## config.mk

```make
export PLATFORM = sky130hd
export DESIGN_NAME = mem_stage
export DESIGN_NICKNAME = d
export VERILOG_FILES = /design/src/mem_defs.svh /design/src/mem_pkg.sv /design/src/mem_stage.sv
export SDC_FILE = /design/constraint.sdc
export NUM_CORES = 1
export LEC_CHECK = 0
export BUFFER_PORTS_ARGS = -buffer_cell sky130_fd_sc_hd__buf_2
export CAP_MARGIN = 25
export CORE_AREA = 2 2 163 165
export CTS_CLUSTER_DIAMETER = 60
export DETAILED_ROUTE_END_ITERATION = 7
export DIE_AREA = 0 0 165 167
export PLACE_DENSITY = 0.58
export SETUP_SLACK_MARGIN = 0.4
export SYNTH_ARGS = -nofsm -noshare
export SYNTH_HDL_FRONTEND = slang
export SYNTH_SLANG_ARGS = --single-unit
```

## constraint.sdc

```tcl
create_clock -name clk -period 5.65 [get_ports clk]
set_input_delay 0.2825 -clock clk [delete_from_list [all_inputs] [get_ports clk]]
set_output_delay 0.2825 -clock clk [all_outputs]
set_load 0.01 [all_outputs]
```

## src/mem_defs.svh

```systemverilog
// Memory stage parameters
`ifndef MEM_DEFS_SVH
`define MEM_DEFS_SVH

// RAM word-address width. 10 bits give 4 KiB.
`define MEM_RAM_AW 10

// Cycles from strobe to ack. At least 1.
`define MEM_WAIT_STATES 2

// Machine-mode CSR addresses.
`define CSR_MSCRATCH 12'h340
`define CSR_MTVEC 12'h305
`define CSR_MHARTID 12'hF14
`define CSR_MISA 12'h301

// Read-only CSR contents.
// RV32I base with MXL = 1.
`define MISA_VALUE 32'h4000_0100
`define MHARTID_VALUE 32'h0000_0000

`endif

```

## src/mem_pkg.sv

```systemverilog
// Memory stage types
package mem_pkg;

    // Major opcode, instruction bits 6:2.
    typedef enum logic [4:0] {
        OP_LOAD   = 5'b00000,
        OP_STORE  = 5'b01000,
        OP_SYSTEM = 5'b11100
    } opcode_e;

    // Access size from funct3 bits 1:0.
    typedef enum logic [1:0] {
        SZ_BYTE = 2'd0,
        SZ_HALF = 2'd1,
        SZ_WORD = 2'd2,
        SZ_BAD  = 2'd3
    } asize_e;

    // CSR operation from funct3 bits 1:0.
    typedef enum logic [1:0] {
        CSR_NONE = 2'd0,
        CSR_RW   = 2'd1,
        CSR_RS   = 2'd2,
        CSR_RC   = 2'd3
    } csr_op_e;

    // Causes raised in this stage.
    typedef enum logic [3:0] {
        CAUSE_ILLEGAL = 4'd2,
        CAUSE_LALIGN  = 4'd4,
        CAUSE_SALIGN  = 4'd6
    } trap_cause_e;

    typedef enum logic [1:0] {
        RAM_IDLE,
        RAM_WAIT,
        RAM_ACK
    } ram_state_e;

endpackage

```

## src/mem_stage.sv

```systemverilog
// Memory and CSR access stage
`timescale 1ns/1ps

module mem_stage import mem_pkg::*; (
    input  logic        clk,
    input  logic        rst,
    input  logic        clear,

    // EX/MEM side.
    input  logic        d_valid,
    input  logic [31:1] d_pc,
    input  logic [31:0] d_insn,
    input  logic        d_use_rd,
    input  logic [31:0] d_rs1_val,
    input  logic [31:0] d_rs2_val,
    input  logic        d_trap,
    input  logic [3:0]  d_cause,

    // MEM/WB side.
    output logic        q_valid,
    output logic [31:1] q_pc,
    output logic [31:0] q_insn,
    output logic        q_use_rd,
    output logic [31:0] q_rd_val,
    output logic        q_trap,
    output logic [3:0]  q_cause,
    output logic        stall_req,

    // Load/store unit.
    output logic        req,
    output logic        we,
    output asize_e      asize,
    output logic [31:0] addr,
    output logic [31:0] wdata,
    output logic        unsigned_ld,
    input  logic        ealign,
    input  logic        done,
    input  logic [31:0] rdata,

    // CSR block.
    output logic [11:0] csr_addr,
    output logic        csr_we,
    output logic [31:0] csr_wdata,
    input  logic [31:0] csr_rdata,
    input  logic        csr_exists,
    input  logic        csr_rdonly
);

    logic        r_valid;
    logic [31:1] r_pc;
    logic [31:0] r_insn;
    logic        r_use_rd;
    logic [31:0] r_rs1_val;
    logic [31:0] r_rs2_val;
    logic        r_trap;
    logic [3:0]  r_cause;

    opcode_e     opcode;
    csr_op_e     csr_op;
    logic        is_load;
    logic        is_store;
    logic        is_csr;
    logic        csr_wr_req;
    logic [31:0] csr_operand;
    logic        misalign;
    logic        illegal;
    logic        trap;
    logic [3:0]  cause;

    // Barrier register; control state is cleared by reset and by clear.
    always_ff @(posedge clk) begin
        if (rst || clear) begin
            r_valid <= 1'b0;
            r_trap  <= 1'b0;
        end else if (!stall_req) begin
            r_valid <= d_valid;
            r_trap  <= d_trap;
        end
        if (!stall_req) begin
            r_pc      <= d_pc;
            r_insn    <= d_insn;
            r_use_rd  <= d_use_rd;
            r_rs1_val <= d_rs1_val;
            r_rs2_val <= d_rs2_val;
            r_cause   <= d_cause;
        end
    end

    // Decode of the registered instruction.
    assign opcode   = opcode_e'(r_insn[6:2]);
    assign csr_op   = csr_op_e'(r_insn[13:12]);
    assign is_load  = r_valid && opcode == OP_LOAD;
    assign is_store = r_valid && opcode == OP_STORE;
    assign is_csr   = r_valid && opcode == OP_SYSTEM && csr_op != CSR_NONE;

    // No memory request for an upstream trap.
    assign req         = (is_load || is_store) && !r_trap;
    assign we          = is_store;
    assign asize       = asize_e'(r_insn[13:12]);
    assign addr        = r_rs1_val;
    assign wdata       = r_rs2_val;
    assign unsigned_ld = r_insn[14];

    // Busy until the bus cycle is acked.
    assign stall_req = req && !ealign && !done && !clear;

    // CSR operand is uimm for the immediate forms.
    assign csr_addr    = r_insn[31:20];
    assign csr_operand = r_insn[14] ? {27'd0, r_insn[19:15]} : r_rs1_val;
    // RS and RC with x0 or zero uimm only read.
    assign csr_wr_req  = is_csr && (csr_op == CSR_RW || r_insn[19:15] != 5'd0);

    always_comb begin
        case (csr_op)
            CSR_RW:  csr_wdata = csr_operand;
            CSR_RS:  csr_wdata = csr_rdata | csr_operand;
            CSR_RC:  csr_wdata = csr_rdata & ~csr_operand;
            default: csr_wdata = csr_rdata;
        endcase
    end

    // SZ_BAD is also flagged by the LSU but reported as illegal.
    assign misalign = req && ealign && asize != SZ_BAD;
    assign illegal  = (is_csr && (!csr_exists || (csr_wr_req && csr_rdonly)))
                    || (req && asize == SZ_BAD);
    assign trap     = r_trap || misalign || illegal;

    always_comb begin
        if (r_trap) begin
            cause = r_cause;
        end else if (misalign) begin
            cause = is_store ? CAUSE_SALIGN : CAUSE_LALIGN;
        end else if (illegal) begin
            cause = CAUSE_ILLEGAL;
        end else begin
            cause = 4'd0;
        end
    end

    assign csr_we = csr_wr_req && !trap && !clear;

    // Outputs to MEM/WB.
    assign q_valid  = r_valid && !trap && !stall_req && !clear;
    assign q_trap   = trap && !clear;
    assign q_cause  = cause;
    assign q_pc     = r_pc;
    assign q_insn   = r_insn;
    assign q_use_rd = r_use_rd;

    always_comb begin
        if (is_load) begin
            q_rd_val = rdata;
        end else if (is_csr) begin
            q_rd_val = csr_rdata;
        end else begin
            q_rd_val = r_rs1_val;
        end
    end

endmodule

```

[After elaboration in Yosys (flattened, before gate mapping)]
Index checks and enable logic that the tools add are counted.
W data, S select, Z words.
Operators by class
  $add $sub $neg: 0
  multipliers: 0
  divide/modulo/power cells: 0
  magnitude comparators: 0
  equal/unequal tests: 6
  shift-type cells: 0
  mux-type cells: 8
  bitwise gates (word level): 3
  reductions and logical operators: 37
Operators with widths (number)
  $mux W32: 3
  $pmux W32 S3: 1
  $and A32 B32 Y32: 1
  $not A32 Y32: 1
  $or A32 B32 Y32: 1
  $logic_and A1 B1 Y1: 20
  $logic_not A1 Y1: 7
  $logic_or A1 B1 Y1: 7
  $eq A5 B4 Y1 const B: 1
  $eq A5 B5 Y1 const B: 1
  $logic_not A5 Y1: 1
  $reduce_bool A5 Y1: 1
  $eq A2 B2 Y1 const B: 2
  $mux W2: 2
  $mux W4: 1
  $mux W3: 1
  $eq A2 B1 Y1 const B: 1
  $ne A2 B2 Y1 const B: 1
  $reduce_bool A2 Y1: 1
Word-level totals
  register bits: 134
  latch bits: 0
  RAM bits: 0
  memory bits (read-only): 0
  input port bits: 205
  output and inout bits: 217
  word-level logic and storage cells: 62
  memories kept: 0

[Logic depth before layout (Yosys ltp)]
Gate-level depths: netlist of the first run.
  depth after elaboration: 13
  gate-level depth with buffers: 6
  gate-level depth less buffers: 5

[Worst setup path after synthesis of the first run]
No wires, ideal clock.
  path type: flip-flop to output port
  start point: register r_insn[3], in the netlist q_insn[3]
  end point: output port q_valid
  data arrival time: 4.805 ns
  required time: 5.368 ns
  setup slack: 0.563 ns
  stages on the path, launching flop included: 5
  path buffers: 0
  path through: edfxtp_1 > or3b_4 > or2_2 > nand2b_1 > and4_2
On the way
  longest elaborated chain between the ends: 13
  elaborated cells on any way between the ends: 27
  those cells by class: 2 x eq/ne; 25 x reduce/logical
RTL lines
  start, declared: RTL line mem_stage.sv:51  | logic [31:0] r_insn;
  start signal, assigned: RTL line mem_stage.sv:81  | r_insn <= d_insn;
  $eq A5 B5 Y1: RTL line mem_stage.sv:94  | assign is_csr = r_valid && opcode == OP_SYSTEM && csr_op != CSR_NONE;
  $logic_and A1 B1 Y1 (2 in a row): RTL line mem_stage.sv:94
  $logic_and A1 B1 Y1: RTL line mem_stage.sv:111  | assign csr_wr_req = is_csr && (csr_op == CSR_RW || r_insn[19:15] != 5'd0);
  $logic_and A1 B1 Y1: RTL line mem_stage.sv:124  | assign illegal = (is_csr && (!csr_exists || (csr_wr_req && csr_rdonly)))
  $logic_or A1 B1 Y1: RTL line mem_stage.sv:124
  $logic_and A1 B1 Y1: RTL line mem_stage.sv:124
  $logic_or A1 B1 Y1: RTL line mem_stage.sv:125  | || (req && asize == SZ_BAD);
  $logic_or A1 B1 Y1: RTL line mem_stage.sv:126  | assign trap = r_trap || misalign || illegal;
  $logic_not A1 Y1: RTL line mem_stage.sv:143  | assign q_valid = r_valid && !trap && !stall_req && !clear;
  $logic_and A1 B1 Y1: RTL line mem_stage.sv:143
  $logic_and A1 B1 Y1 * (2 in a row): RTL line mem_stage.sv:143
  end, declared: RTL line mem_stage.sv:20  | output logic q_valid,
Mark *: on every way between the ends. The rest lies on a longest branch, timed or not.

[Worst setup path after layout of the first run]
Same ends and word-level chain as after synthesis.

==> results of run 1 <==
area by class of cell:
class	instances	share of cell area
clock buffers	17	0.0476
diodes	1	0.000280
well taps	335	0.0469
inverters	4	0.00168
clock inverters	15	0.0180
repair buffers	429	0.245
flip-flops and latches	134	0.448
multi-input cells	262	0.193
layout by cell type (no fill, tap or decap), types with 2 or more instances in the layout:
cell type,instances
buf_2,421
edfxtp_1,132
a21oi_1,66
nand2_1,35
xnor2_1,32
mux2i_1,32
nor2b_1,28
o21ai_1,20
clkbuf_16,17
o21ai_2,11
nor2_1,7
buf_4,7
mux2_2,5
inv_6,5
inv_1,4
or2_2,3
inv_8,3
clkinv_4,3
o21ai_0,2
or4_1,2
nor3_4,2
nor3_1,2
nor4_1,2
and2_1,2
and4_2,2
dfxtp_1,2
how the worst max path moves through the flow:
stage | startpoint | to | slack, ps | cells after the start
final | q_insn[3]$_DFFE_PN_ | q_valid | 2510 | 5
after floorplan | q_insn[3]$_DFFE_PN_ | q_valid | 560 | 4
after detailed placement | q_insn[3]$_DFFE_PN_ | q_pc[2]$_DFFE_PN_ | 2770 | 4
after global routing | q_insn[3]$_DFFE_PN_ | q_valid | 2330 | 5
after CTS | q_insn[3]$_DFFE_PN_ | q_valid | 2430 | 5
after global placement | q_insn[3]$_DFFE_PN_ | q_rd_val[28] | 2830 | 6
power breakdown:
group          internal (uW)  switching [uW]  total, uW
clock network            627             485       1110
registers               1140            28.7       1170
logic                    156             174        330
total                   1930             688       2610
routing by layer:
layer / GRT usage / wire, um / vias up
met3: 0.0528 / 1820 / 21
met4: 0.0499 / 436 / 2
met1: 0.157 / 7920 / 2306
met5: 0 / 7 / -
met2: 0.263 / 10900 / 260
li1: - / - / 2414
registers in the layout, summed over array words and instances (netlist names):
signal	flops
q_pc	31
addr	32
q_use_rd	1
wdata	32
r_valid	1
r_cause	4
r_trap	1
q_insn	32
worst max-delay path, delay by kind of cell, from the launching register on:
| kind | cells | cell delay (ps) |
|---|---|---|
| flops | 1 | 390 |
| buf+inv | 1 | 140 |
| simple gates | 4 | 1910 |
per-stage QoR:
| stage | total power (uW) | instances | area, um^2 | hold slack, ps | setup slack, ps |
|---|---|---|---|---|---|
| after CTS | 2670 | 1196 | 8940 | 15.4 | 2430 |
| after floorplan | 1340 | 439 | 6010 | 381 | 563 |
| after detailed placement | 1530 | 1164 | 8350 | 461 | 2770 |
| final | 2610 | 1197 | 8940 | 35.4 | 2510 |
| after global routing | 2730 | 1197 | 8940 | 12.1 | 2330 |
| after global placement | 1530 | 1163 | 8330 | 459 | 2830 |
cell families (layout without fill, tap and decap cells):
logic type / after synthesis / after routing
flip-flops: 134 / 134
AO/OA/AOI/OAI: 103 / 103
AND/OR/NAND/NOR: 90 / 90
buffers and inverters: 43 / 465
multiplexers: 37 / 37
XOR/XNOR: 32 / 32
other: 0 / 1
==> impl_metrics.toml, run 1 <==
[run_status]
status = "complete, no violations"

[setup_path]
required_ps = 5370
critical-path-slowest-cell = "nand2b_4"
crit_path_cell_trace = "or3b_4 > or2_2 > nand2b_4 > and4_2 > buf_2"
crit_arrival_ps = 2850
r2r-end = "addr[7]$_DFFE_PN_"
slowest_delay_ps = 600
r2r_slack_ps = 2810
critPathKind = "register to output pin"
endpoint_kind = "output pin"
cp-start-kind = "register"
crit_fanout = 68
worst-r2r-cell-count = 4
timing.rr.start = "q_insn[3]$_DFFE_PN_"

[detailed_routing]
wl_um = 21100
firstDrtPassIters = 4
routedWlPerCell_um = 17.6
viasPerCell = 4.18
drc = 0
ant_nets = 0
drt_iter0_markers = 189
vias = 5003

[global_routing]
grt_usage = 0.146
grt_start_max_net_pins = 69
antenna_found_initial = 2
grt_pass1_wl_um = 29600
gr-total-overflow = 0
grt_pass1_vias = 4998

[logic_synthesis]
synth.most_common_cell = "edfxtp_1"
ys_warn_count = 0
syn_nets = 644
synth_simple_gate_area_share = 0.0800
syn_area_mm2 = 0.00601
synth_seq_cells = 134
async_flop_share = 0
synth-edff-count = 132
synth_compound_area_frac = 0.0956
synth_xor_area_frac = 0.0467
synth_top_cells_by_area = "edfxtp_1 66%, a21oi_1 5.5%, mux2i_1 5.3%"
synthTopCellsByCount = "132 x edfxtp_1, 66 x a21oi_1, 35 x nand2_1, 32 x mux2i_1, 32 x xnor2_1"
synthMuxAreaShare = 0.0627
syn_inst = 439
ys.flop_type = "edfxtp_1"
synth_top_family_by_area = "compound AO/OA/AOI/OAI gates"
yosys.area_share.adder = 0
synth_top_area_frac = 0.660
synth_cell_types = 36
synth-seq-area-share = 0.667
avgSynthCellArea_um2 = 13.7
yosysTopAreaCell = "edfxtp_1"

[die]
dieArea_mm2 = 0.0276
rows = 59
die_h_um = 167
fp.coreArea_mm2 = 0.0258
fp.dieW_um = 165
initial_core_util = 0.233
ios = 422

[clocking]
clk_path_buf_depth = 2
ctsHoldBuffers = 0
htreeDepth = 4
cts_resized = 0
clkSinkCount = 134
clock_latency_ps = 420
clk_pin_slew_ps = 70
cts_setup_buffers = 0
numCtsBuffers = 17
cts_root_buf = "clkbuf_16"
cts_tree = "done"

[layout]
syn2layout_area_growth_pct = 48.9
final_nets = 1053
nFillCells = 2619
drive_above_1_share = 0.566
register_area_mm2 = 0.00400
final_core_util = 0.347
multi_input_area_mm2 = 0.00173

[sta]
clock-skew-final_ps = 17.8
tns_ps = 0
min_period_ps = 3140
worst_slew_margin_rel = 0.371
finalSetupViolations = 0
slew_viol_final = 0
worst_pin_slew_ps = 943
period_share = 0.555
clock.fmax_mhz = 319
rsz0062_at_grt = "no"
hold_viol_final = 0

[hold_path]
hp-start = "d_rs2_val[0]"
hold_depth = 1
min_to = "wdata[0]$_DFFE_PN_"
hold_class = "primary input to register"

[flow_run]
drv_cap = 0

[power]
pwr_density_cell_mw_per_mm2 = 292
p_leak_uw = 0.00390
max-vdd-ir-drop_mv = 0.196

[place]
gp_congestion = 0.805
detailed_place_hpwl_um = 16400
io_buffer_count = 421
(Power assumes the default switching activity.)
==> run 2: changes to the inputs <==
==> constraint.sdc (replaced) <==
create_clock -name clk -period 3.2 [get_ports clk]
set_input_delay 0.16 -clock clk [delete_from_list [all_inputs] [get_ports clk]]
set_output_delay 0.16 -clock clk [all_outputs]
set_load 0.01 [all_outputs]
==> run 2 against run 1 <==
Cell count grew 11%. Utilization grew 5.2 points. Via count up 11%. Flip-flop and latch count unchanged. Worst setup slack worse by 1900 ps. Critical path type unchanged.
==> impl_metrics.toml, run 2 (synthesis gave the netlist of run 1 again) <==
[run_status]
status = "complete, no violations"

[place]
pre_cts_slack_ps = 946
gp_congestion = 0.796
io_buffer_count = 421
detailed_place_hpwl_um = 16400
dp_cells = 1166

[flow_run]
drv_cap = 0

[setup_path]
endpoint_kind = "output pin"
crit_fanout = 30
critPathKind = "register to output pin"
required_ps = 3040
crit_arrival_ps = 2400
cp-start-kind = "register"

[layout]
stdcell_count = 1333
multi_input_area_mm2 = 0.00173
nFillCells = 2472
syn2layout_area_growth_pct = 71.4
final_nets = 1190
final_cell_mix = "421 x buf_2, 135 x dlygate4sd3_1, 132 x edfxtp_1, 66 x a21oi_1, 35 x nand2_1"
drive_above_1_share = 0.490
register_area_mm2 = 0.00400
layout_commonest_cell = "buf_2"
antenna_cells = 0

[sta]
rsz0062_at_grt = "no"
worst_pin_slew_ps = 639
fin_ws_ps = 638
finalSetupViolations = 0
clock.fmax_mhz = 390
tns_ps = 0
worst_slew_margin_rel = 0.574
min_period_ps = 2560
hold_viol_final = 0
clock-skew-final_ps = 15.8
period_share = 0.801
slew_viol_final = 0

[hold_path]
hold_class = "primary input to register"

[detailed_routing]
viasPerCell = 4.17
wl_um = 22200
drt_iter0_markers = 204
ant_nets = 0
vias = 5557
routedWlPerCell_um = 16.6
firstDrtPassIters = 4
drc = 0

[power]
p_sw_uw = 1240
p_leak_uw = 0.00447
max-vdd-ir-drop_mv = 0.302
pwr_density_cell_mw_per_mm2 = 461
intPower_uw = 3510
p_clk_frac = 0.414
pwr-share-comb = 0.150
netSwitchingFraction = 0.262
seqPwrFrac = 0.437
p_total_uw = 4750

[die]
initial_core_util = 0.233
ios = 422
fp.coreArea_mm2 = 0.0258
fp.dieW_um = 165
dieArea_mm2 = 0.0276
die_h_um = 167
rows = 59

[clocking]
clock_latency_ps = 420
cts_resized = 0
cts_root_buf = "clkbuf_16"
htreeDepth = 4
numCtsBuffers = 17
cts_setup_buffers = 0
clkSinkCount = 134
clk_pin_slew_ps = 70
cts_tree = "done"
clk_path_buf_depth = 2

[global_routing]
grt_pass1_vias = 5612
grt_pass1_wl_um = 32000
gr-total-overflow = 0
grt_usage = 0.156
antenna_found_initial = 0
grt_start_max_net_pins = 65
==> run 2: changes by cell type in the layout (fill, tap and decap cells not counted), sizes merged <==
cell / before / now
buf: 429 / 431
clkinv: 5 / 4
diode: 1 / 0
dlygate4sd3: 0 / 135
inv: 12 / 13
==> run 2: worst paths after layout <==
path                  startpoint                   end  slack [ps]  cells past startpoint
max          q_insn[3]$_DFFE_PN_               q_valid         640                      5
max reg2reg  q_insn[3]$_DFFE_PN_  r_valid$_SDFFE_PP0N_         830                      6
min                          rst   r_trap$_SDFFE_PP0N_          80                      3
min reg2reg  r_trap$_SDFFE_PP0N_   q_insn[6]$_DFFE_PN_        1170                      2
==> run 2: per-stage QoR <==
stage | hold WS [ps] | util | instance area [um^2]
after detailed placement | 338 | 0.325 | 8360
after floorplan | 259 | - | 6010
after global placement | 336 | 0.325 | 8360
final | 83.9 | 0.400 | 10300
after CTS | 58.4 | 0.400 | 10300
after global routing | 85.3 | 0.400 | 10300
==> run 2: cell type report <==
class                      instances  share of cell area
timing repair buffer             566               0.344
sequential                       134               0.389
tap                              335              0.0407
inverter                           4             0.00146
multi-input combinational        262               0.168
clock inverter                    15              0.0152
clock buffer                      17              0.0413
==> run 2: power by group through the flow <==
stage          Combinational (uW)  Sequential (uW)  Clock (uW)
2_1_floorplan                 219             2140           0
3_3_place_gp                  582             2110           0
3_5_place_dp                  584             2110           0
4_1_cts                       716             2070        2030
5_1_grt                       773             2090        2090
6_report                      712             2070        1960
==> run 2: what timing repair did <==
| action | in CTS | in global routing |
|---|---|---|
| hold buffers | 135 | 0 |
| hold endpoints to repair | 134 | 0 |
| setup endpoints to repair | 0 | 0 |
==> run 2: critical path: stages, from the launching register on <==
cell and delay [ps]:
edfxtp_1 380, or3b_4 450, or2_2 340, nand2b_4 340, and4_2 340, buf_2 140
==> run 2: layer usage <==
layer  track usage  wire, um  vias to the layer above
met2         0.284     11600                      264
met1         0.175      8630                     2584
li1              -         -                     2692
met3        0.0426      1620                       17
met4        0.0465       327                        0
met5             0         0                        -
