**src/mem_defs.svh**
```systemverilog
// Memory stage parameters
`ifndef MEM_DEFS_SVH
`define MEM_DEFS_SVH

// RAM word-address width. 10 bits give 4 KiB.
`define MEM_RAM_AW 10

// Cycles from strobe to ack. At least 1.
`define MEM_WAIT_STATES 2

// Machine-mode CSR addresses.
`define CSR_MSCRATCH 12'h340
`define CSR_MTVEC 12'h305
`define CSR_MHARTID 12'hF14
`define CSR_MISA 12'h301

// Read-only CSR contents.
// RV32I base with MXL = 1.
`define MISA_VALUE 32'h4000_0100
`define MHARTID_VALUE 32'h0000_0000

`endif

```
**src/mem_pkg.sv**
```systemverilog
// Memory stage types
package mem_pkg;

    // Major opcode, instruction bits 6:2.
    typedef enum logic [4:0] {
        OP_LOAD   = 5'b00000,
        OP_STORE  = 5'b01000,
        OP_SYSTEM = 5'b11100
    } opcode_e;

    // Access size from funct3 bits 1:0.
    typedef enum logic [1:0] {
        SZ_BYTE = 2'd0,
        SZ_HALF = 2'd1,
        SZ_WORD = 2'd2,
        SZ_BAD  = 2'd3
    } asize_e;

    // CSR operation from funct3 bits 1:0.
    typedef enum logic [1:0] {
        CSR_NONE = 2'd0,
        CSR_RW   = 2'd1,
        CSR_RS   = 2'd2,
        CSR_RC   = 2'd3
    } csr_op_e;

    // Causes raised in this stage.
    typedef enum logic [3:0] {
        CAUSE_ILLEGAL = 4'd2,
        CAUSE_LALIGN  = 4'd4,
        CAUSE_SALIGN  = 4'd6
    } trap_cause_e;

    typedef enum logic [1:0] {
        RAM_IDLE,
        RAM_WAIT,
        RAM_ACK
    } ram_state_e;

endpackage

```
**src/lsu_wb.sv**
```systemverilog
// Load/store unit with Wishbone master
`timescale 1ns/1ps

module lsu_wb import mem_pkg::*; (
    input  logic        clk,
    input  logic        rst,
    input  logic        clear,

    // Request from the stage.
    input  logic        req,
    input  logic        we,
    input  asize_e      asize,
    input  logic [31:0] addr,
    input  logic [31:0] wdata,
    input  logic        unsigned_ld,
    output logic        ealign,
    output logic        done,
    output logic [31:0] rdata,

    // Wishbone classic master.
    output logic        cyc,
    output logic        stb,
    output logic        wbwe,
    output logic [3:0]  sel,
    output logic [31:2] adr,
    output logic [31:0] dat_w,
    input  logic        ack,
    input  logic [31:0] dat_r
);

    logic       active;
    logic       start;
    logic [7:0] lane_byte;
    logic [15:0] lane_half;

    // Alignment check.
    always_comb begin
        case (asize)
            SZ_BYTE: ealign = 1'b0;
            SZ_HALF: ealign = addr[0];
            SZ_WORD: ealign = addr[1:0] != 2'b00;
            default: ealign = 1'b1;
        endcase
    end

    // Byte lanes and replicated store data.
    always_comb begin
        case (asize)
            SZ_BYTE: begin
                sel   = 4'b0001 << addr[1:0];
                dat_w = {4{wdata[7:0]}};
            end
            SZ_HALF: begin
                sel   = addr[1] ? 4'b1100 : 4'b0011;
                dat_w = {2{wdata[15:0]}};
            end
            SZ_WORD: begin
                sel   = 4'b1111;
                dat_w = wdata;
            end
            default: begin
                sel   = 4'b0000;
                dat_w = wdata;
            end
        endcase
    end

    assign start = req && !ealign;

    // Cycle in progress until ack or clear.
    always_ff @(posedge clk) begin
        if (rst || clear) begin
            active <= 1'b0;
        end else if (ack) begin
            active <= 1'b0;
        end else if (start) begin
            active <= 1'b1;
        end
    end

    assign cyc  = (active || start) && !clear;
    assign stb  = cyc;
    assign wbwe = we;
    assign adr  = addr[31:2];

    // Only an ack inside our own cycle counts.
    assign done = ack && cyc;

    // Load lane select and extension.
    assign lane_byte = dat_r[{addr[1:0], 3'b000} +: 8];
    assign lane_half = addr[1] ? dat_r[31:16] : dat_r[15:0];

    always_comb begin
        case (asize)
            SZ_BYTE: rdata = {{24{!unsigned_ld && lane_byte[7]}}, lane_byte};
            SZ_HALF: rdata = {{16{!unsigned_ld && lane_half[15]}}, lane_half};
            default: rdata = dat_r;
        endcase
    end

endmodule

```
**config.mk**
```make
export PLATFORM = sky130hd
export DESIGN_NAME = lsu_wb
export DESIGN_NICKNAME = d
export VERILOG_FILES = /design/src/mem_defs.svh /design/src/mem_pkg.sv /design/src/lsu_wb.sv
export SDC_FILE = /design/constraint.sdc
export NUM_CORES = 1
export LEC_CHECK = 0
export ABC_AREA = 1
export ABC_CLOCK_PERIOD_IN_PS = 2100
export BUFFER_PORTS_ARGS = -buffer_cell sky130_fd_sc_hd__buf_2
export CORE_AREA = 2 2 81 83
export CTS_CLUSTER_DIAMETER = 200
export CTS_CLUSTER_SIZE = 16
export DETAILED_ROUTE_END_ITERATION = 16
export DIE_AREA = 0 0 83 85
export PLACE_DENSITY = 0.67
export SLEW_MARGIN = 20
export SYNTH_ARGS = -nofsm -noshare
export SYNTH_HDL_FRONTEND = slang
export SYNTH_SLANG_ARGS = --single-unit
```
**constraint.sdc**
```tcl
create_clock -name clk -period 2.1 [get_ports clk]
set_clock_uncertainty 0.05 [all_clocks]
set_input_delay 0.42 -clock clk [delete_from_list [all_inputs] [get_ports clk]]
set_output_delay 0.42 -clock clk [all_outputs]
set_load 0.02 [all_outputs]
```
# Yosys cells after proc, flatten, opt, wreduce, memory -nomap -nowiden

Cells that the tools add are included.
W data, S select, Z words.

Register bits: 1
Input port bits: 105
Output and inout bits: 103
Word-level logic and storage cells: 24

Equality and inequality tests: 2
Shift operators: 2
Multiplexer cells: 6
Reductions and logical operators: 13

Operator list:

| kind                  | number |
|---|---|
| $pmux W32 S2          | 2 |
| $shiftx A32 B6 Y8     | 1 |
| $mux W16              | 1 |
| $pmux W4 S3           | 1 |
| $logic_and A1 B1 Y1   | 5 |
| $mux W4               | 1 |
| $shl A1 B2 Y4 const A | 1 |
| $logic_not A1 Y1      | 3 |
| $pmux W1 S3           | 1 |
| $eq A2 B1 Y1 const B  | 1 |
| $eq A2 B2 Y1 const B  | 1 |
| $logic_not A2 Y1      | 1 |
| $logic_or A1 B1 Y1    | 2 |
| $reduce_bool A2 Y1    | 1 |
| $reduce_or A2 Y1      | 1 |

# Longest topological paths before layout

Gate-level depths: netlist (run 1).

Depth in word-level cells: 7
Gate-level depth with buffers: 9
Gate-level depth less buffers: 7

# Worst setup path before layout (run 1)

OpenSTA, ideal clock, no wires.

Kind: input port to output port
From: input port addr[0]
To: output port sel[1]
Data arrival time: 1615 ps
Required time: 1630 ps
Setup slack: 15 ps
Stages: 4
Path buffers: 2
Cell sequence: buf_2 -> inv_1 -> buf_2 -> o311ai_0

Word-level cells in the longest chain between the ends: 2

RTL lines:

| item            | line         | RTL |
|---|---|---|
| start, declared | lsu_wb.sv:13 | `input logic [31:0] addr,` |
| $shl A1 B2 Y4   | lsu_wb.sv:50 | `sel = 4'b0001 << addr[1:0];` |
| $pmux W4 S3     | lsu_wb.sv:48 | `case (asize)` |
| end, declared   | lsu_wb.sv:24 | `output logic [3:0] sel,` |

Every way passes these cells.

# Worst setup path in the final report (run 1)

From: input port addr[1]
To: output port rdata[9]

Word-level cells in the longest chain between the ends: 3
Elaborated cells between the ends (all ways): 4
Classes of those cells: shift: 1; mux: 2; reduce/logical: 1

RTL lines:

| item                | line         | RTL |
|---|---|---|
| $shiftx A32 B6 Y8   | lsu_wb.sv:90 | `assign lane_byte = dat_r[{addr[1:0], 3'b000} +: 8];` |
| $logic_and A1 B1 Y1 | lsu_wb.sv:95 | `SZ_BYTE: rdata = {{24{!unsigned_ld && lane_byte[7]}}, lane_byte};` |
| $pmux W32 S2 (*)    | lsu_wb.sv:94 | `case (asize)` |
| end, declared       | lsu_wb.sv:18 | `output logic [31:0] rdata,` |

Mark *: on every way between the ends. The rest lies on a longest branch, timed or not.

==> results of run 1 <==
power by group through the flow:
stage	Combinational [mW]	Clock, mW	Sequential (mW)
floorplan	0.456	0	0.0198
global placement	0.597	0	0.0198
detailed placement	0.600	0	0.0198
CTS	0.602	0	0.0198
global route	0.659	0	0.0198
finish	0.601	0	0.0198
per-layer routing:
layer	global-route usage, %	part of all wire (%)	vias up
li1	-	-	1213
met1	23.22	47	1044
met2	28.08	46	96
met3	3.016	5.3	10
met4	2.981	1.7	0
met5	0	0	-
synth_stat cells, types with 2 or more instances:
| master | count | area share, % |
|---|---|---|
| buf_6 | 3 | 2.1 |
| nand2_1 | 169 | 39 |
| nor2_2 | 3 | 1.2 |
| nand3_1 | 36 | 11 |
| inv_2 | 3 | 0.69 |
| clkbuf_1 | 4 | 0.92 |
| buf_2 | 8 | 2.5 |
| o21ai_0 | 25 | 7.7 |
| o211ai_1 | 8 | 3.7 |
| nand3_4 | 2 | 2.2 |
| inv_1 | 22 | 5.1 |
| nand2_2 | 2 | 0.77 |
| nor2_1 | 2 | 0.46 |
| buf_4 | 43 | 20 |
worst min-delay path, cell delays in order, from the launching register on:
cell and delay (ps):
dfxtp_1 270, inv_1 40, nand2_1 40, nand2_1 90
nor2_1 40
stage by stage:
stage	hold WS, ps	instances
2_1_floorplan	466.1	336
3_3_place_gp	488.6	513
3_5_place_dp	502.7	513
4_1_cts	502.7	513
5_1_grt	543.8	513
6_report	498.8	513
path summary, 6_finish.rpt:
path	start	end
worst min register to register	active$_SDFFE_PP0P_	active$_SDFFE_PP0P_
worst min-delay path	active$_SDFFE_PP0P_	active$_SDFFE_PP0P_
worst max register to register	active$_SDFFE_PP0P_	active$_SDFFE_PP0P_
worst max-delay path	addr[1]	rdata[9]
logic make-up after synthesis:
kind of cell,after synthesis,share of synthesized area [%]
DFF,1,1.229
AOI/OAI and AO/OA,35,12.37
buffers and inverters,85,31.49
and+or+nand+nor,215,54.92
what timing repair did:
item                                    CTS  global route
endpoints found under the setup margin    0            12
gates resized for setup                   0             2
setup buffers                             0             0
layout make-up:
type / count / area, sq um / share of cell area [%]
timing repair buffer: 159 / 830.8 / 38.67
tap: 77 / 96.34 / 4.485
multi-input combinational: 250 / 1101 / 51.25
inverter: 26 / 100.1 / 4.659
sequential: 1 / 20.02 / 0.9319
==> results.cfg, run 1 <==
[grt]
grt_start_max_net_pins = 25
grt_pass1_vias = 2137
antenna_found_initial = 0
grtUsageTotal_pct = 16.91
grt_overflow = 0
grt_first_pass_wirelength_mm = 10.34

[yosys]
synthCells = 336
synth_edf_count = 0
synth_nets = 441
synth_ff_type = dfxtp_1
async_reset_ff_share_pct = 0
netlist_area_sq_mm = 0.001629
synth_warnings = 0
synth_cell_types = 20
synth-seq-cells = 1
ys_seq_area_share_pct = 1.229
synth.avg_cell_area_sq_um = 4.848

[finish]
utilization_pct = 34.62
synthToLayoutAreaGrowth_pct = 31.87
drive_gt1_share_pct = 38.99
mostFrequentLayoutCells = nand2_1 (169), buf_2 (145), nand3_1 (36)
final_area_sq_mm = 0.002148
reg.largest.list = active x1
final_common_cell = nand2_1
fill_cells = 710
finalNetCount = 543
largest_reg_flops = 1
top_register = active
n_antenna_cell = 0

[timing]
final_max_slew_viol_count = 0
tightestPinTransition_ps = 347.2
final_hold_viol_count = 0
report.final.setup_viol = 0
max_freq_mhz = 507.2
period_share_pct = 93.88
rsz0062_at_grt = true
period_minus_slack_ps = 1971
fin_setup_tns_ps = 0
relSlewSlack_pct = 76.56
setup_slack_ps = 128.6

[clock_tree]
clk_latency_ps = 0
clk_pin_slew_ps = 0
hold_buffers = 0

[detailed_routing]
drt_iter0_drc = 118
viasPerCell = 4.606
routed_wirelength_mm = 6.404
ant_nets = 0
vias = 2363
drc = 0
drt-pass1-iter-count = 4
wl_per_cell_um = 12.48

[critical_path]
timing.critical_path.buf_inv = 3
worst-setup-path-type = in2out
slowest_stage = nand3_4
r2r_slack_ps = 1440
arrival_ps = 1500
startpoint_type = primary input
cp.required_ps = 1630
crit_cells = 7
cp_top_family = simple AND/OR/NAND/NOR gates
ff2ff_path_depth = 4
end_kind = output pin
cp_max_fo = 24
slowest_delay_ps = 230
worstPathCellList = buf_2, buf_4, nand2_1, nand2_1, nand3_4, nand3_1, buf_2

[die]
die_w_um = 83
core_sq_mm = 0.006205
core.rowCount = 29
initial_core_util_pct = 26.26
die-area_sq_mm = 0.007055
ios = 208
die_y_um = 85

[power]
switching_share_pct = 62.06
cellLeakagePower_nw = 1.422
power_density_mw_per_mm2 = 288.8
p_comb_share_pct = 96.8
p_int_mw = 0.2354
ir_drop_mv = 0.1427
seqPwrFrac_pct = 3.2
p_clk_share_pct = 0
power_mw = 0.6204
p_sw_mw = 0.3850

[min_path]
hold_depth = 4
worstHoldPathType = reg2reg

[place]
placedInstanceArea_sq_mm = 0.002141
place_ws_ps = 75.76
hpwl_mm = 5.400
port_buffers = 145
gp_congestion = 0.8209

[run]
maxCapViolations = 0

[run_status]
outcome = completed
Note: power is estimated with default switching activity, not from simulation.
==> run 2, diff against run 1 <==
--- a/config.mk
+++ b/config.mk
@@ -13,7 +13,7 @@
 export CTS_CLUSTER_SIZE = 16
 export DETAILED_ROUTE_END_ITERATION = 16
 export DIE_AREA = 0 0 83 85
-export PLACE_DENSITY = 0.67
+export PLACE_DENSITY = 0.69
 export SLEW_MARGIN = 20
 export SYNTH_ARGS = -nofsm -noshare
 export SYNTH_HDL_FRONTEND = slang
==> run 2 against run 1 <==
  * Critical path depth stayed put
  * Utilization rose by 1.6 points
  * Sequential power barely moved
  * Combinational power grew 4.5%
  * Worst setup slack got worse by 31 ps
  * Hold slack got worse by 3.8 ps
  * Die area is the same
  * First-iteration DRC count increased by 59%
  * Via count rose by 3.6%
==> results.cfg, run 2 (synthesis gave the netlist of run 1 again) <==
[run_status]
outcome = completed

[critical_path]
worstPathCellList = buf_2, inv_2, nor2_2, buf_4, nand3_4, nand3_2, buf_2
cp.required_ps = 1630
arrival_ps = 1530
end_kind = output pin
cp_max_fo = 8
slowest_delay_ps = 220
worst-setup-path-type = in2out
startpoint_type = primary input
cp_common_cell = buf_2
slowest_stage = buf_4
ff2ff_path_depth = 4

[place]
hpwl_mm = 5.330
gp_congestion = 0.8477
port_buffers = 145

[finish]
n_antenna_cell = 0
multiInputGateArea_sq_mm = 0.001169
synthToLayoutAreaGrowth_pct = 37.94
reg.largest.list = active x1
largest_reg_flops = 1
final_common_cell = nand2_1
fill_cells = 712
top_register = active
finalNetCount = 550
regArea_sq_um = 20.02
drive_gt1_share_pct = 40.86
mostFrequentLayoutCells = nand2_1 (167), buf_2 (145), nand3_1 (34)

[clock_tree]
hold_buffers = 0
clk_pin_slew_ps = 0
clk_latency_ps = 0

[die]
die_y_um = 85
die_w_um = 83
core.rowCount = 29
die-area_sq_mm = 0.007055
ios = 208
initial_core_util_pct = 26.26
core_sq_mm = 0.006205

[detailed_routing]
routed_wirelength_mm = 6.907
drc = 0
ant_nets = 0
drt_iter0_drc = 188
drt-pass1-iter-count = 4
vias = 2449
wl_per_cell_um = 13.28
viasPerCell = 4.710

[timing]
tightestPinTransition_ps = 457.0
final_hold_viol_count = 0
rsz0062_at_grt = true
final_max_slew_viol_count = 0
period_minus_slack_ps = 2003
max_freq_mhz = 499.3
fin_setup_tns_ps = 0
finalHoldWorstSlack_ps = 495.0
relSlewSlack_pct = 69.15
report.final.setup_viol = 0
period_share_pct = 95.37

[power]
cellLeakagePower_nw = 1.457
switching_share_pct = 62.26
p_sw_mw = 0.4031
seqPwrFrac_pct = 3.1
ir_drop_mv = 0.1737
p_clk_share_pct = 0
power_density_mw_per_mm2 = 288.1
p_comb_share_pct = 96.9
p_int_mw = 0.2443

[grt]
grt_start_max_net_pins = 25
antenna_found_initial = 0
grt_pass1_vias = 2327
grtUsageTotal_pct = 17.41
grt_first_pass_wirelength_mm = 10.74
grt_overflow = 0

[run]
maxCapViolations = 0

[min_path]
worstHoldPathType = reg2reg
hold_depth = 4
-- run 2: changes by cell type in the layout (fill, tap and decap cells not counted), sizes merged --
cell   before  now
nand3      38   41
buf       159  163
-- run 2: routing by layer --
metal	global-route usage, %	wire length (um)
met5	0	0
met4	3.577	147
met3	2.918	484
met2	28.96	3223
met1	23.78	3051
-- run 2: critical path, delay by kind of cell --
family	cells	cell delay (ps)
buffers and inverters	4	610
AND/OR/NAND/NOR	3	500
-- run 2: path summary, 6_finish.rpt --
check / startpoint / endpoint / slack [ps]
setup / recovery: asize[0] / rdata[16] / 100
hold / removal: active$_SDFFE_PP0P_ / active$_SDFFE_PP0P_ / 500
setup reg to reg: active$_SDFFE_PP0P_ / active$_SDFFE_PP0P_ / 1440
hold reg to reg: active$_SDFFE_PP0P_ / active$_SDFFE_PP0P_ / 500
-- run 2: repair_timing --
action | 4_1_cts | 5_1_grt
endpoints found under the setup margin | 0 | 24
gates resized for setup | 0 | 9
buffers inserted | 0 | 0
-- run 2: power groups by stage --
stage | clock network (mW) | registers, mW | logic, mW
finish | 0 | 0.0198 | 0.628
global route | 0 | 0.0199 | 0.687
floorplan | 0 | 0.0198 | 0.456
detailed placement | 0 | 0.0198 | 0.605
CTS | 0 | 0.0198 | 0.608
global placement | 0 | 0.0198 | 0.602
-- run 2: final cells by class --
type | instances | share of cell area [%]
inverters | 26 | 4.343
multi-input cells | 253 | 52.00
flip-flops and latches | 1 | 0.8909
well taps | 77 | 4.287
repair buffers | 163 | 38.47
-- run 2: through the flow --
step / power, mW / utilization [%] / instances / worst slack (ps) / instance area (sq um)
global route: 0.7064 / 36.22 / 520 / 13.16 / 2247
global placement: 0.6220 / 34.99 / 517 / 52.11 / 2171
detailed placement: 0.6252 / 34.99 / 517 / 34.73 / 2171
floorplan: 0.4755 / - / 336 / 14.94 / 1629
CTS: 0.6274 / 34.99 / 517 / 28.93 / 2171
finish: 0.6474 / 36.22 / 520 / 97.15 / 2247
==> run 3, diff against run 2 <==
--- a/config.mk
+++ b/config.mk
@@ -10,10 +10,12 @@
 export BUFFER_PORTS_ARGS = -buffer_cell sky130_fd_sc_hd__buf_2
 export CORE_AREA = 2 2 81 83
 export CTS_CLUSTER_DIAMETER = 200
-export CTS_CLUSTER_SIZE = 16
+export CTS_CLUSTER_SIZE = 12
 export DETAILED_ROUTE_END_ITERATION = 16
 export DIE_AREA = 0 0 83 85
 export PLACE_DENSITY = 0.69
+export REMOVE_ABC_BUFFERS = 1
+export SETUP_SLACK_MARGIN = 0.3
 export SLEW_MARGIN = 20
 export SYNTH_ARGS = -nofsm -noshare
 export SYNTH_HDL_FRONTEND = slang
==> run 3 against run 2 <==
  * Via count up 9.8%
  * Worst setup slack better by 180 ps
  * Critical path depth up 2
  * Total power up 26%
  * Utilization up 9.7 points
  * Flip-flop and latch count unchanged
  * Maximum frequency up 9.8%
  * Combinational power up 27%
  * Critical path type unchanged
  * Largest cell class unchanged
  * Largest power group unchanged
==> results.cfg, run 3 (synthesis gave the netlist of run 1 again) <==
[run_status]
outcome = completed

[place]
port_buffers = 145
hpwl_mm = 6.177
gp_congestion = 0.7937

[die]
core_sq_mm = 0.006205
core.rowCount = 29
die_w_um = 83
ios = 208
die_y_um = 85
initial_core_util_pct = 26.26
die-area_sq_mm = 0.007055

[finish]
synthToLayoutAreaGrowth_pct = 75.04
mostFrequentLayoutCells = nand2_1 (157), buf_2 (106), buf_6 (29)
final_common_cell = nand2_1
finalNetCount = 556
n_antenna_cell = 0
largest_reg_flops = 1
reg.largest.list = active x1
drive_gt1_share_pct = 50.33
fill_cells = 621
top_register = active
utilization_pct = 45.96

[min_path]
hold_depth = 4
hp-start = active$_SDFFE_PP0P_
hold_end = active$_SDFFE_PP0P_
worstHoldPathType = reg2reg

[timing]
tightestPinTransition_ps = 223.8
period_minus_slack_ps = 1825
report.final.setup_viol = 0
relSlewSlack_pct = 84.95
rsz0062_at_grt = true
finalHoldWorstSlack_ps = 493.1
final_max_slew_viol_count = 0
max_freq_mhz = 548.0
period_share_pct = 86.90
fin_setup_tns_ps = 0
final_hold_viol_count = 0

[detailed_routing]
vias = 2688
wl_per_cell_um = 17.18
routed_wirelength_mm = 9.036
drt_iter0_drc = 123
drt-pass1-iter-count = 5
ant_nets = 0
drc = 0
viasPerCell = 5.110

[power]
p_int_mw = 0.3587
p_comb_share_pct = 97.6
switching_share_pct = 56.04
p_sw_mw = 0.4573
ir_drop_mv = 0.1623
p_clk_share_pct = 0
seqPwrFrac_pct = 2.4
power_mw = 0.8159
cellLeakagePower_nw = 1.716
power_density_mw_per_mm2 = 286.1

[grt]
grt_start_max_net_pins = 20
antenna_found_initial = 0
grt_first_pass_wirelength_mm = 13.40
grt_pass1_vias = 2557
grtUsageTotal_pct = 23.29
grt_overflow = 0

[critical_path]
r2r-start = active$_SDFFE_PP0P_
worst-setup-path-type = in2out
reg2reg_to = active$_SDFFE_PP0P_
r2r_slack_ps = 1450
cp_max_fo = 6
cp.required_ps = 1630
arrival_ps = 1350
startpoint_type = primary input
ff2ff_path_depth = 4
end_kind = output pin

[clock_tree]
hold_buffers = 0
clk_pin_slew_ps = 0
clk_latency_ps = 0

[run]
maxCapViolations = 0
-- run 3: cell type report --
type / instances / area (sq um) / area share, %
tap: 77 / 96.34 / 3.379
timing repair buffer: 168 / 1237 / 43.40
inverter: 26 / 121.4 / 4.256
sequential: 1 / 20.02 / 0.7021
multi-input combinational: 254 / 1376 / 48.27
-- run 3: power by group through the flow --
stage / sequential [mW] / clock [mW] / combinational [mW]
2_1_floorplan: 0.0198 / 0 / 0.313
3_3_place_gp: 0.0198 / 0 / 0.603
3_5_place_dp: 0.0198 / 0 / 0.607
4_1_cts: 0.0198 / 0 / 0.710
5_1_grt: 0.0199 / 0 / 0.854
6_report: 0.0198 / 0 / 0.796
-- run 3: how the worst max path moves through the flow --
stage / endpoint / startpoint / slack, ps / cells after the start
finish: rdata[18] / addr[0] / 280 / 9
global route: rdata[18] / addr[0] / 210 / 9
CTS: rdata[3] / addr[0] / 290 / 9
detailed placement: rdata[8] / addr[0] / 20 / 9
global placement: rdata[28] / asize[1] / 40 / 6
floorplan: rdata[10] / asize[1] / 120 / 3
-- run 3: through the flow --
| stage | setup WS [ps] | instance area [sq um] | cells |
|---|---|---|---|
| finish | 275.1 | 2851 | 526 |
| global route | 206.8 | 2851 | 526 |
| CTS | 293.2 | 2567 | 523 |
| detailed placement | 24.97 | 2171 | 512 |
| global placement | 43.97 | 2171 | 512 |
| floorplan | 121.8 | 1214 | 277 |
-- run 3: timing repair --
action | CTS | global route
gates cloned | 5 | 0
setup endpoints to repair | 52 | 40
buffers inserted | 6 | 3
resized for setup | 79 | 77
pin swaps | 15 | 16
-- run 3: metal layers --
| metal | vias to the layer above | GRT usage (%) | wire (um) |
|---|---|---|---|
| met3 | 15 | 10.12 | 1082 |
| met1 | 1199 | 28.63 | 3639 |
| met5 | - | 5.594 | 38 |
| li1 | 1249 | - | - |
| met2 | 223 | 37.61 | 4205 |
| met4 | 2 | 4.471 | 70 |
-- run 3: worst max-delay path, stage by stage --
cell and delay (ps):
buf_12 110, inv_8 60, nand2_2 60, nand2_2 60, nand2_2 60, nand2_4 130, nand3_4 180, nand3_2 130
buf_6 120
